### src/include/trellis_cfg.svh
/* Trellis detector configuration: sample and metric widths, survivor depth
   and output queue depth */

`ifndef TRELLIS_CFG_SVH
`define TRELLIS_CFG_SVH

// signed width of one I or Q sample
`define SAMPLE_W 12

// path metric width, sized for one symbol of growth above the
// normalization threshold
`define METRIC_W 18

// survivor length in symbols, also the decision delay
`define TRACE_DEPTH 16

// decided-bit queue entries
`define QUEUE_DEPTH 4

`endif

### src/hdl/trellisPkg.sv
/* Shared types for the SOQPSK trellis detector: samples, symbol pairs,
   branch and ACS results, trellis states and the symbol template table */

`include "trellis_cfg.svh"

package trellisPkg;

  // ------------------------------------------------------------------------
  // sample path types
  // ------------------------------------------------------------------------

  // one complex sample
  typedef struct packed {
    logic signed [`SAMPLE_W-1:0] i;
    logic signed [`SAMPLE_W-1:0] q;
  } iqSample_t;

  // two samples per symbol, earlier one in s0
  typedef struct packed {
    iqSample_t s0;
    iqSample_t s1;
  } symbolPair_t;

  // one correlation per transition, index is {oldState, newBit}
  typedef struct packed {
    logic [7:0][`METRIC_W-1:0] metric;
  } branchSet_t;

  // ------------------------------------------------------------------------
  // trellis types
  // ------------------------------------------------------------------------

  // state named by the last two bits, older bit in the msb
  typedef enum logic [1:0] {
    S00,
    S01,
    S10,
    S11
  } pathState_e;

  // survivor select per new state (1 = predecessor with older bit 1)
  typedef struct packed {
    logic [3:0] survivor;
    pathState_e best;
  } acsDecision_t;

  // expected I0, Q0, I1, Q1 per history {b(n-2), b(n-1), b(n)}
  // I0 = 2d(n), Q0 = d(n-1), I1 = 2d(n)d(n-1), Q1 = d(n)d(n-2)
  // with d = +1 for a one bit; every entry has the same energy
  localparam logic signed [3:0] symbolTemplate [8][4] = '{
    '{-4'sd2, -4'sd1,  4'sd2,  4'sd1},
    '{ 4'sd2, -4'sd1, -4'sd2, -4'sd1},
    '{-4'sd2,  4'sd1, -4'sd2,  4'sd1},
    '{ 4'sd2,  4'sd1,  4'sd2, -4'sd1},
    '{-4'sd2, -4'sd1,  4'sd2, -4'sd1},
    '{ 4'sd2, -4'sd1, -4'sd2,  4'sd1},
    '{-4'sd2,  4'sd1, -4'sd2, -4'sd1},
    '{ 4'sd2,  4'sd1,  4'sd2,  4'sd1}
  };

endpackage

### src/hdl/acsUnit.sv
/* Four-state add-compare-select with metric normalization; reports the
   survivor choice per state and the current best state */

`timescale 1ns/1ns
`include "trellis_cfg.svh"

module acsUnit import trellisPkg::*; (
  input  logic         clk,
  input  logic         reset,
  input  logic         advance,
  input  branchSet_t   branches,
  input  logic         branchValid,
  output acsDecision_t select,
  output logic         selectValid
);

  // one guard bit for the add
  localparam int extW = `METRIC_W + 1;
  // half of the positive range triggers the rescale
  localparam logic signed [extW-1:0] halfPos      = extW'(1) << (`METRIC_W - 2);
  localparam logic signed [extW-1:0] quarterRange = extW'(1) << (`METRIC_W - 2);

  logic signed [`METRIC_W-1:0] stateMetric [4];
  logic signed [extW-1:0]      candLow [4];
  logic signed [extW-1:0]      candHigh [4];
  logic signed [extW-1:0]      newMetric [4];
  logic signed [extW-1:0]      normMetric [4];
  logic signed [extW-1:0]      bestMetric;
  logic [3:0]                  survBit;
  pathState_e                  bestState;

  // ------------------------------------------------------------------------
  // add and compare
  // ------------------------------------------------------------------------
  // new state {a, b} is reached from old {0, a} or {1, a} with new bit b
  always_comb begin
    int predLow;
    int predHigh;
    for (int ns = 0; ns < 4; ns++) begin
      predLow      = ns / 2;
      predHigh     = 2 + ns / 2;
      candLow[ns]  = stateMetric[predLow] +
                     $signed(branches.metric[2 * predLow + ns % 2]);
      candHigh[ns] = stateMetric[predHigh] +
                     $signed(branches.metric[2 * predHigh + ns % 2]);
      // ties go to the low predecessor
      survBit[ns]   = candHigh[ns] > candLow[ns];
      newMetric[ns] = survBit[ns] ? candHigh[ns] : candLow[ns];
    end
  end

  // best state, lowest index on ties
  always_comb begin
    bestState  = S00;
    bestMetric = newMetric[S00];
    for (int ns = 1; ns < 4; ns++) begin
      if (newMetric[ns] > bestMetric) begin
        bestMetric = newMetric[ns];
        bestState  = pathState_e'(ns);
      end
    end
  end

  // rescale all four together so differences stay intact
  always_comb begin
    for (int ns = 0; ns < 4; ns++) begin
      if (bestMetric >= halfPos) begin
        normMetric[ns] = newMetric[ns] - quarterRange;
      end else begin
        normMetric[ns] = newMetric[ns];
      end
    end
  end

  // ------------------------------------------------------------------------
  // metric state, trellis starts in S00
  // ------------------------------------------------------------------------
  always_ff @(posedge clk) begin
    if (reset) begin
      stateMetric[S00] <= '0;
      stateMetric[S01] <= -quarterRange[`METRIC_W-1:0];
      stateMetric[S10] <= -quarterRange[`METRIC_W-1:0];
      stateMetric[S11] <= -quarterRange[`METRIC_W-1:0];
      selectValid      <= 1'b0;
    end else if (advance) begin
      selectValid <= branchValid;
      if (branchValid) begin
        for (int ns = 0; ns < 4; ns++) begin
          stateMetric[ns] <= normMetric[ns][`METRIC_W-1:0];
        end
      end
    end
  end

  // decision output
  always_ff @(posedge clk) begin
    if (advance && branchValid) begin
      select.survivor <= survBit;
      select.best     <= bestState;
    end
  end

endmodule

### src/hdl/branchMetricUnit.sv
/* Branch metrics: two-stage correlation of one symbol against the eight
   trellis-transition templates */

`timescale 1ns/1ns
`include "trellis_cfg.svh"

module branchMetricUnit import trellisPkg::*; (
  input  logic        clk,
  input  logic        reset,
  input  logic        advance,
  input  symbolPair_t pairIn,
  input  logic        pairValid,
  output branchSet_t  branches,
  output logic        branchValid
);

  // sample times 4-bit coefficient
  localparam int prodW = `SAMPLE_W + 4;

  logic signed [`SAMPLE_W-1:0] comp [4];
  logic signed [prodW-1:0]     prodReg [8][4];
  logic signed [`METRIC_W-1:0] sums [8];
  logic                        prodValid;

  // component order matches the template columns
  assign comp[0] = pairIn.s0.i;
  assign comp[1] = pairIn.s0.q;
  assign comp[2] = pairIn.s1.i;
  assign comp[3] = pairIn.s1.q;

  // ------------------------------------------------------------------------
  // stage 1: all 32 products
  // ------------------------------------------------------------------------
  always_ff @(posedge clk) begin
    if (advance && pairValid) begin
      for (int t = 0; t < 8; t++) begin
        for (int c = 0; c < 4; c++) begin
          prodReg[t][c] <= comp[c] * symbolTemplate[t][c];
        end
      end
    end
  end

  // ------------------------------------------------------------------------
  // stage 2: sum per transition, bigger = closer match
  // ------------------------------------------------------------------------
  always_comb begin
    logic signed [`METRIC_W-1:0] acc;
    for (int t = 0; t < 8; t++) begin
      acc = '0;
      for (int c = 0; c < 4; c++) begin
        // sign extended into metric width
        acc = acc + prodReg[t][c];
      end
      sums[t] = acc;
    end
  end

  always_ff @(posedge clk) begin
    if (advance && prodValid) begin
      for (int t = 0; t < 8; t++) begin
        branches.metric[t] <= sums[t];
      end
    end
  end

  // valid pipe, frozen together with the data
  always_ff @(posedge clk) begin
    if (reset) begin
      prodValid   <= 1'b0;
      branchValid <= 1'b0;
    end else if (advance) begin
      prodValid   <= pairValid;
      branchValid <= prodValid;
    end
  end

endmodule

### src/hdl/decisionQueue.sv
/* Output FIFO for decided bits, valid/ready toward the sink and a space
   flag that throttles the whole pipeline */

`timescale 1ns/1ns
`include "trellis_cfg.svh"

module decisionQueue (
  input  logic clk,
  input  logic reset,
  input  logic decidedBit,
  input  logic decidedValid,
  output logic spaceAvail,
  output logic bitOut,
  output logic bitValid,
  input  logic bitReady
);

  localparam int ptrW = $clog2(`QUEUE_DEPTH);
  localparam int cntW = $clog2(`QUEUE_DEPTH + 1);
  // free entries needed to cover the bits still in flight
  localparam int minFree = 3;

  logic            mem [`QUEUE_DEPTH];
  logic [ptrW-1:0] wrPtr;
  logic [ptrW-1:0] rdPtr;
  logic [cntW-1:0] count;
  logic [cntW-1:0] countNext;
  logic            wrEn;
  logic            rdEn;

  assign wrEn     = decidedValid;
  assign rdEn     = bitValid && bitReady;
  assign bitValid = count != '0;
  assign bitOut   = mem[rdPtr];

  always_comb begin
    case ({wrEn, rdEn})
      2'b10:   countNext = count + 1'b1;
      2'b01:   countNext = count - 1'b1;
      default: countNext = count;
    endcase
  end

  // pointers, count and space flag
  always_ff @(posedge clk) begin
    if (reset) begin
      wrPtr      <= '0;
      rdPtr      <= '0;
      count      <= '0;
      spaceAvail <= 1'b0;
    end else begin
      if (wrEn) begin
        wrPtr <= (wrPtr == ptrW'(`QUEUE_DEPTH - 1)) ? '0 : wrPtr + 1'b1;
      end
      if (rdEn) begin
        rdPtr <= (rdPtr == ptrW'(`QUEUE_DEPTH - 1)) ? '0 : rdPtr + 1'b1;
      end
      count      <= countNext;
      spaceAvail <= (cntW'(`QUEUE_DEPTH) - countNext) >= cntW'(minFree);
    end
  end

  // storage
  always_ff @(posedge clk) begin
    if (wrEn) begin
      mem[wrPtr] <= decidedBit;
    end
  end

endmodule

### src/hdl/samplePairer.sv
/* Input side: accepts single I/Q samples under valid/ready and forms
   two-sample symbols for the branch metric stage */

`timescale 1ns/1ns

module samplePairer import trellisPkg::*; (
  input  logic        clk,
  input  logic        reset,
  input  logic        advance,
  input  iqSample_t   sampleIn,
  input  logic        sampleValid,
  output logic        sampleReady,
  output symbolPair_t pairOut,
  output logic        pairValid
);

  // low = waiting for first sample of a symbol
  logic      phase;
  logic      accept;
  iqSample_t firstSample;

  // no intake while the pipeline is frozen
  assign sampleReady = advance;
  assign accept      = sampleValid && advance;

  // control
  always_ff @(posedge clk) begin
    if (reset) begin
      phase     <= 1'b0;
      pairValid <= 1'b0;
    end else if (advance) begin
      // one-cycle pulse per completed symbol
      pairValid <= accept && phase;
      if (accept) begin
        phase <= ~phase;
      end
    end
  end

  // sample holding and pair output
  always_ff @(posedge clk) begin
    if (accept) begin
      if (!phase) begin
        firstSample <= sampleIn;
      end else begin
        pairOut.s0 <= firstSample;
        pairOut.s1 <= sampleIn;
      end
    end
  end

endmodule

### src/hdl/survivorRegister.sv
/* Register-exchange survivor memory; emits the oldest bit on the best
   path once the paths have filled */

`timescale 1ns/1ns
`include "trellis_cfg.svh"

module survivorRegister import trellisPkg::*; (
  input  logic         clk,
  input  logic         reset,
  input  logic         advance,
  input  acsDecision_t select,
  input  logic         selectValid,
  output logic         decidedBit,
  output logic         decidedValid
);

  localparam int fillW = $clog2(`TRACE_DEPTH + 1);

  // newest bit in the lsb
  logic [`TRACE_DEPTH-1:0] path [4];
  logic [fillW-1:0]        fillCount;
  logic                    filled;
  logic [1:0]              bestPred;
  logic                    absorb;

  assign absorb = advance && selectValid;
  assign filled = fillCount == fillW'(`TRACE_DEPTH);

  // predecessor of the best new state
  assign bestPred = {select.survivor[select.best], select.best[1]};

  // ------------------------------------------------------------------------
  // path exchange
  // ------------------------------------------------------------------------
  always_ff @(posedge clk) begin
    if (absorb) begin
      for (int ns = 0; ns < 4; ns++) begin
        // winner's history plus this state's own newest bit
        if (select.survivor[ns]) begin
          path[ns] <= {path[2 + ns / 2][`TRACE_DEPTH-2:0], 1'(ns % 2)};
        end else begin
          path[ns] <= {path[ns / 2][`TRACE_DEPTH-2:0], 1'(ns % 2)};
        end
      end
      // bit shifted out of the best path, TRACE_DEPTH symbols old
      decidedBit <= path[bestPred][`TRACE_DEPTH-1];
    end
  end

  // ------------------------------------------------------------------------
  // fill tracking and valid
  // ------------------------------------------------------------------------
  always_ff @(posedge clk) begin
    if (reset) begin
      fillCount    <= '0;
      decidedValid <= 1'b0;
    end else if (advance) begin
      decidedValid <= selectValid && filled;
      // saturate once full
      if (selectValid && !filled) begin
        fillCount <= fillCount + 1'b1;
      end
    end else begin
      // queue took the bit on the last edge, single pulse only
      decidedValid <= 1'b0;
    end
  end

endmodule

### src/hdl/trellisDetector.sv
/* SOQPSK trellis detector top: sample pairing, branch metrics, ACS,
   survivor memory and output queue under one advance enable */

`timescale 1ns/1ns

module trellisDetector import trellisPkg::*; (
  input  logic      clk,
  input  logic      reset,
  input  iqSample_t sampleIn,
  input  logic      sampleValid,
  output logic      sampleReady,
  output logic      bitOut,
  output logic      bitValid,
  input  logic      bitReady
);

  logic         advance;
  logic         spaceAvail;
  symbolPair_t  pairOut;
  logic         pairValid;
  branchSet_t   branches;
  logic         branchValid;
  acsDecision_t select;
  logic         selectValid;
  logic         decidedBit;
  logic         decidedValid;

  // whole pipeline steps only while the queue has room
  assign advance = spaceAvail;

  samplePairer pairer_i (
    .clk, .reset, .advance, .sampleIn, .sampleValid, .sampleReady,
    .pairOut, .pairValid
  );

  branchMetricUnit bmu_i (
    .clk, .reset, .advance, .pairIn(pairOut), .pairValid, .branches, .branchValid
  );

  acsUnit acs_i (
    .clk, .reset, .advance, .branches, .branchValid, .select, .selectValid
  );

  survivorRegister surv_i (
    .clk, .reset, .advance, .select, .selectValid, .decidedBit, .decidedValid
  );

  decisionQueue queue_i (
    .clk, .reset, .decidedBit, .decidedValid, .spaceAvail, .bitOut, .bitValid,
    .bitReady
  );

endmodule

### config.mk
export PLATFORM = sky130hd
export DESIGN_NAME = trellisDetector
export DESIGN_NICKNAME = d
export VERILOG_FILES = /design/src/hdl/trellisPkg.sv /design/src/hdl/acsUnit.sv /design/src/hdl/branchMetricUnit.sv /design/src/hdl/decisionQueue.sv /design/src/hdl/samplePairer.sv /design/src/hdl/survivorRegister.sv /design/src/hdl/trellisDetector.sv
export VERILOG_INCLUDE_DIRS = /design/src /design/src/include
export SDC_FILE = /design/constraint.sdc
export NUM_CORES = 2
export LEC_CHECK = 0
export ABC_CLOCK_PERIOD_IN_PS = 27500
export BUFFER_PORTS_ARGS = -buffer_cell sky130_fd_sc_hd__buf_2
export CAP_MARGIN = 20
export CORE_MARGIN = 5
export CORE_UTILIZATION = 40
export CTS_CLUSTER_SIZE = 28
export DETAILED_ROUTE_END_ITERATION = 10
export PLACE_DENSITY_LB_ADDON = 0.1
export SLEW_MARGIN = 20
export SYNTH_ARGS = -nofsm -noshare
export SYNTH_HDL_FRONTEND = slang
export SYNTH_SLANG_ARGS = --single-unit
### constraint.sdc
create_clock -name clk -period 27.5 [get_ports clk]
set_clock_uncertainty 0.05 [all_clocks]
set_input_delay 1.375 -clock clk [delete_from_list [all_inputs] [get_ports clk]]
set_output_delay 1.375 -clock clk [all_outputs]
set_load 0.02 [all_outputs]
After elaboration in Yosys (flattened, before gate mapping)
Memories as Yosys holds them, arrays and structs flattened. A register that Yosys moved wholly into a read port is not among the register bits.
Index checks and enable logic that the tools add are counted.

word-level totals
  bits in writable memories = 636
  flip-flop bits (word level) = 241
  word-level logic and storage cells = 182
  memories = 4

memories
  name               depth  bits a word  rd ports  clocked after memory_dff  wr ports  RTL line                source
  bmu_i.prodReg      8      62           8         0                         8         branchMetricUnit.sv:21  logic signed [prodW-1:0] prodReg [8][4];
  acs_i.stateMetric  4      18           4         0                         4         acsUnit.sv:23           logic signed [`METRIC_W-1:0] stateMetric [4];
  surv_i.path        4      16           5         1                         4         survivorRegister.sv:20  logic [`TRACE_DEPTH-1:0] path [4];
  queue_i.mem        4      1            1         1                         1         decisionQueue.sv:23     logic mem [`QUEUE_DEPTH];

cells by class
  mux-type cells = 62
  equal/unequal tests = 5
  $add $sub $neg = 46
  bitwise gates (word level) = 10
  magnitude comparators = 10
  reduce and logical (&&, ||, !) cells = 17

operator list
  operator                                                number
  adder 18 x 18 -> 19 bit                                 8
  adder 17 x 16 -> 18 bit                                 8
  adder 18 x 16 -> 18 bit                                 8
  two-way mux 18 bit                                      8
  adder 16 x 16 -> 17 bit                                 8
  > comparator 19 bit                                     7
  two-way mux 19 bit                                      7
  subtractor 18 bit (second input constant)               4
  two-way mux 16 bit                                      4
  two-way mux 1 bit                                       37
  negator 12 -> 16 bit                                    2
  negator 12 -> 15 bit                                    2
  >= comparator 19 x 18 -> 1 bit (second input constant)  1
  logical AND 1 bit                                       9
  two-way mux 2 bit                                       4
  OR 1 bit                                                8
  AND reduction 2 bit                                     4
  equality test 2 bit (second input constant)             3
  case mux 3 bit (2 select lines)                         1
  adder 5 x 1 -> 5 bit (second input constant)            1
  equality test 5 bit (second input constant)             1
  adder 2 x 1 -> 2 bit (second input constant)            2
  OR reduction 2 bit                                      2
  adder 3 x 1 -> 3 bit (second input constant)            1
  other kinds (9)                                         10

Logic depth before layout (Yosys ltp)
An unclocked memory read counts as a cell.

  depth after elaboration = 13
  mapped depth = 79

Modules after synthesis
Synthesis repeated with hierarchy kept, for this count alone.

second synthesis, totals
  cell total of the unflattened synthesis = 3,637
  area total of the unflattened synthesis = 39,298.9 um^2

modules (own cells, without submodules)
  module            instances  area each (um^2)  cells each  seq. area each (um^2)
  branchMetricUnit  1          19,182.1          1,606       7,216.9
  acsUnit           1          14,204.9          1,721       2,362.3
  survivorRegister  1          2,955.3           164         1,831.8
  samplePairer      1          2,264.7           84          2,202.1
  decisionQueue     1          691.9             62          320.3

Least setup slack after synthesis
Ideal clock, no wire load.

  kind = flip-flop to flip-flop
  start = register, netlist name bmu_i.branches[73]
  end = memory acs_i.stateMetric[0][53] (netlist name), data pin
  arrival = 13.388 ns
  period minus slack after synthesis = 13.612 ns
  data required time = 27.276 ns
  path slack = 13.888 ns
  cell stages (with the launch flop) = 72
  path through = edfxtp_1 > ha_1 > a21o_1 > a21oi_1 > o21bai_1 > a21oi_1 > o21bai_1 > a21oi_1 > o21bai_1 > a21oi_1 > o21bai_1 > a21oi_1 > o21bai_1 > a211oi_1 > o21bai_1 > a21oi_1 > xnor2_1 > inv_1 > (+36 left out) > o21a_1 > o21ai_0 > nand2b_1 > a21oi_1 > nor2b_1 > o21ai_0 > nand2b_1 > a221oi_1 > o21ai_0 > a21oi_1 > nor2_1 > nor2_1 > o21ai_0 > a31o_2 > a211oi_1 > nor3_1 > a211o_1 > a311oi_1

RTL lines
  what       RTL line
  to (decl)  acsUnit.sv:23

==> results summary <==
The fraction of synthesized area in multiplexers is 0.0375. The number of detailed-routing iterations run before antenna repair is 5. The starting utilization of the core area came out at 0.404. The critical path startpoint category is a flop. Following the worst setup path forward leads to its endpoint at acs_i.stateMetric[0][53]$_SDFFCE_PN1P_. The met3 track demand over resource in global routing is 0.0177. The global-route wire length before repair is 154000 um. The post-cts sizing count is 0. Entering global routing, the biggest net connects 78 pins. By instance count, the cell type seen most on the critical path is sky130_fd_sc_hd__a21oi_1.

The number of clock buffers inserted by TritonCTS came out at 55. The detailed-route via count is 23.7k. By area the synthesized netlist is led by sky130_fd_sc_hd__edfxtp_1 37%, sky130_fd_sc_hd__fa_1 14%, sky130_fd_sc_hd__ha_1 13%, sky130_fd_sc_hd__xnor2_1 4.5%, sky130_fd_sc_hd__a21oi_1 3.8%. The hold slack is 365 ps. The count of buffers from port buffering came out at 30. The post-synthesis xor/xnor area fraction is 0.0674.

The run finished with clean final reports. The sum of negative setup slack is 0 ps. The initial antenna violation count is 8. The proportion of layout cells with a drive suffix above 1 is 0.0788. The number of placed I/O pins came out at 31. By startpoint and endpoint, the worst setup path is classified as reg -> reg. Clock-pin slew was measured on the worst setup and hold paths at 60 ps. The worst-path maximum fanout came out at 28. The total wire length after detailed routing is 101000 um. The violation count after the first detailed-routing iteration is 1487. The worst-case IR drop observed on VDD is 72.2 uV. The worst register-to-register path begins at bmu_i.branches[73]$_DFFE_PP_. Counting tap cells, the placed design contains a total of 4283 instances.

The depth of the most critical reg-to-reg path came out at 65. The cell area power density came out at 47.2 nW/um^2. Of the available clock period, the critical path in the final layout requires 0.544.

Data on the critical path is required at its endpoint by 27900 ps. The net count after synthesis came out at 3769. The first element of the critical path is bmu_i.branches[73]$_DFFE_PP_. The cell sitting at the root of the clock tree is a sky130_fd_sc_hd__clkbuf_16.

The arithmetic-cell share of the synthesized area counting full adders, half adders and majority gates is 0.273. The via count of the first global-routing pass came out at 25.1k. The highest achievable clock rate is 0.0668 GHz. The number of H-tree levels came out at 2.

The area added between synthesis and finish came out at 9.41%. The tightest min-delay check is of the reg -> reg type. TritonCTS built the clock tree. A synthesized cell averages 11.7 um^2. After layout, the minimum clock period comes to 14970 ps.

The number of sinks driven by the clock tree came out at 471. The clock insertion delay at the later pin of the skew report is 640 ps. After synthesis, the largest family of logic cells by area is adder cells. After detailed routing, the average wire length per cell comes to 23.1 um. The worst register-to-register path ends at acs_i.stateMetric[0][53]$_SDFFCE_PN1P_.

The actual slew at the worst max-slew pin is 1120 ps. The number of remaining DRC errors came out at 0. The core box area came out at 90000 um^2. The worst reg-to-reg setup slack is 12530 ps.

The combined area of all synthesized cells came out at 36300 um^2. The count of final setup violators is 0. The final cell count without fillers is 4387. After legalization and detailed placement, the total HPWL measured 84600 um. The number of pins with negative max-slew slack in the final report is 0. For this run, global-route usage on met1 was measured as 0.301. The power after layout came out at 1.88 mW. The number of antenna-violating nets in the routed design came out at 0. After synthesis, the netlist uses 98 different library cells. The number of instances in the synthesized netlist is 3101.

The final-report hold violation count came out at 0. sky130_fd_sc_hd__edfxtp_1 takes more of the synthesized area than any other cell. The number of enable flip-flop cells after synthesis came out at 450. In this run the most used layer during global routing was met2.

The tightest slew margin relative to the limit is 0.254. The global-route congestion overflow total is 0. The number of buffers inserted by hold repair at cts is 0. The slowest stage of the critical path belongs to the cell sky130_fd_sc_hd__a211oi_2. In this run the horizontal extent of the chip is 311 um. The worst setup path is captured at a flop. The site row count is 110. Setup repair after global routing left no endpoint under its margin. The final estimated routing congestion in global placement is 0.911. The vertical die dimension is 311 um.

The number of synthesis warnings came out at 0. The area of the die came out at 96900 um^2. The net count reported at finish is 3833. The antenna diode instance count is 0.

STA puts the critical path data arrival time at 15370 ps. The most used flip-flop cell after synthesis is sky130_fd_sc_hd__edfxtp_1. The share of the Yosys chip area taken by registers is 0.384. The synthesized design contains 471 register bits. The simple logic cell fraction of the synthesized area is 0.0741. For this design the static power due to leakage is 15.8 nW.

The global-route usage over all layers is 0.208. The via count normalized by instance count came out at 5.40. The proportion of synthesized flip-flops having asynchronous set or reset came out at 0. Of the post-synthesis cell area, the dominant cell type holds 0.372. The compound-cell area share of the yosys netlist is 0.133. For this run, the slowest stage of the critical path takes 650 ps. The worst-case clock buffer depth came out at 3. The count of maximum capacitance violations is 0. The global routing usage on met2 is 0.348.

In this run the post-CTS setup repair buffer count came out at 0.
[cells in the final DEF, fill, tap and decap left out, drive strengths merged, types with 49 or more instances in the layout]
cell type	count
nand2	106
fa	251
a21oi	280
a21o	67
and2	49
xnor2	186
o21ai	95
o21bai	134
xor2	91
mux2	80
inv	258
ha	389
edfxtp	450
clkbuf	66
nor2	172
[synthesized netlist by cell type (47+ instances only)]
master                     number
sky130_fd_sc_hd__a21o_1        67
sky130_fd_sc_hd__o21bai_1     134
sky130_fd_sc_hd__nand2_1      106
sky130_fd_sc_hd__inv_1        253
sky130_fd_sc_hd__xnor2_1      186
sky130_fd_sc_hd__a21oi_1      275
sky130_fd_sc_hd__fa_1         251
sky130_fd_sc_hd__xor2_1        91
sky130_fd_sc_hd__and2_1        47
sky130_fd_sc_hd__ha_1         389
sky130_fd_sc_hd__edfxtp_1     450
sky130_fd_sc_hd__o21ai_0       88
sky130_fd_sc_hd__mux2_2        78
sky130_fd_sc_hd__nor2_1       172
[area by class of cell]
cell class / instances / area (um^2)
fillers: 8311 / 50300
multi-input cells: 2335 / 21300
flip-flops and latches: 471 / 13900
well taps: 1176 / 1470
clock buffers: 66 / 1420
inverters: 256 / 961
clock inverters: 37 / 358
repair buffers: 46 / 290
[worst max-delay path, delay by kind of cell, from the launching register on]
family,cells,cell delay (ps)
buf+inv,5,1330
compound gates,33,7280
flops,1,490
fa+ha+maj,5,1510
xor+xnor,1,160
mux,3,1170
simple gates,18,2770
[routing by layer]
layer | wire (um) | vias to the layer above | part of all wire
li1 | - | 11400 | -
met1 | 48500 | 11800 | 0.48
met2 | 47700 | 416 | 0.47
met3 | 3280 | 95 | 0.032
met4 | 1890 | 0 | 0.019
met5 | 0 | - | 0
[worst min path at each step]
stage	start	end	slack [ps]	cells after the start
after floorplan	pairer_i.firstSample[0]$_DFFE_PP_	pairer_i.pairOut[24]$_DFFE_PP_	350	0
after global placement	pairer_i.firstSample[22]$_DFFE_PP_	pairer_i.pairOut[46]$_DFFE_PP_	350	0
after detailed placement	pairer_i.firstSample[8]$_DFFE_PP_	pairer_i.pairOut[32]$_DFFE_PP_	350	0
after CTS	pairer_i.firstSample[8]$_DFFE_PP_	pairer_i.pairOut[32]$_DFFE_PP_	370	0
after global routing	pairer_i.firstSample[22]$_DFFE_PP_	pairer_i.pairOut[46]$_DFFE_PP_	370	0
final	pairer_i.firstSample[8]$_DFFE_PP_	pairer_i.pairOut[32]$_DFFE_PP_	360	0
[state kept, by name (all words and copies together) (netlist names), named ones only]
name                  cells
surv_i.decidedBit         1
bmu_i.branchValid         1
bmu_i.branches          133
acs_i.selectValid         1
queue_i.spaceAvail        1
surv_i.fillCount          5
surv_i.decidedValid       1
bmu_i.prodValid           1
queue_i.count             3
acs_i.stateMetric        72
queue_i.rdPtr             2
pairer_i.pairOut         48
bmu_i.prodReg           106
surv_i.path              56
queue_i.wrPtr             2
pairer_i.pairValid        1
queue_i.mem               4
pairer_i.firstSample     24
pairer_i.phase            1
acs_i.select              6
[cell families (layout without fill, tap and decap cells)]
kind of cell,Yosys count,count (layout)
AO/OA/AOI/OAI,749,749
adder cells (fa/ha/maj),643,643
AND/OR/NAND/NOR,542,542
flip-flops,471,471
buffers and inverters,295,405
XOR/XNOR,278,278
multiplexers,123,123
[power by group]
part	total (mW)	switching, mW	internal, mW
sequential	0.806	0.00941	0.797
combinational	0.348	0.213	0.135
clock	0.721	0.304	0.417
[through the flow]
| step | utilization | area, um^2 | worst slack [ps] |
|---|---|---|---|
| 2_1_floorplan | - | 36300 | 13890 |
| 3_5_place_dp | 0.421 | 37900 | 12230 |
| 4_1_cts | 0.441 | 39700 | 12200 |
| 3_3_place_gp | 0.421 | 37900 | 12530 |
| 6_report | 0.442 | 39700 | 12530 |
| 5_1_grt | 0.442 | 39700 | 11300 |
(Power assumes the default switching activity.)
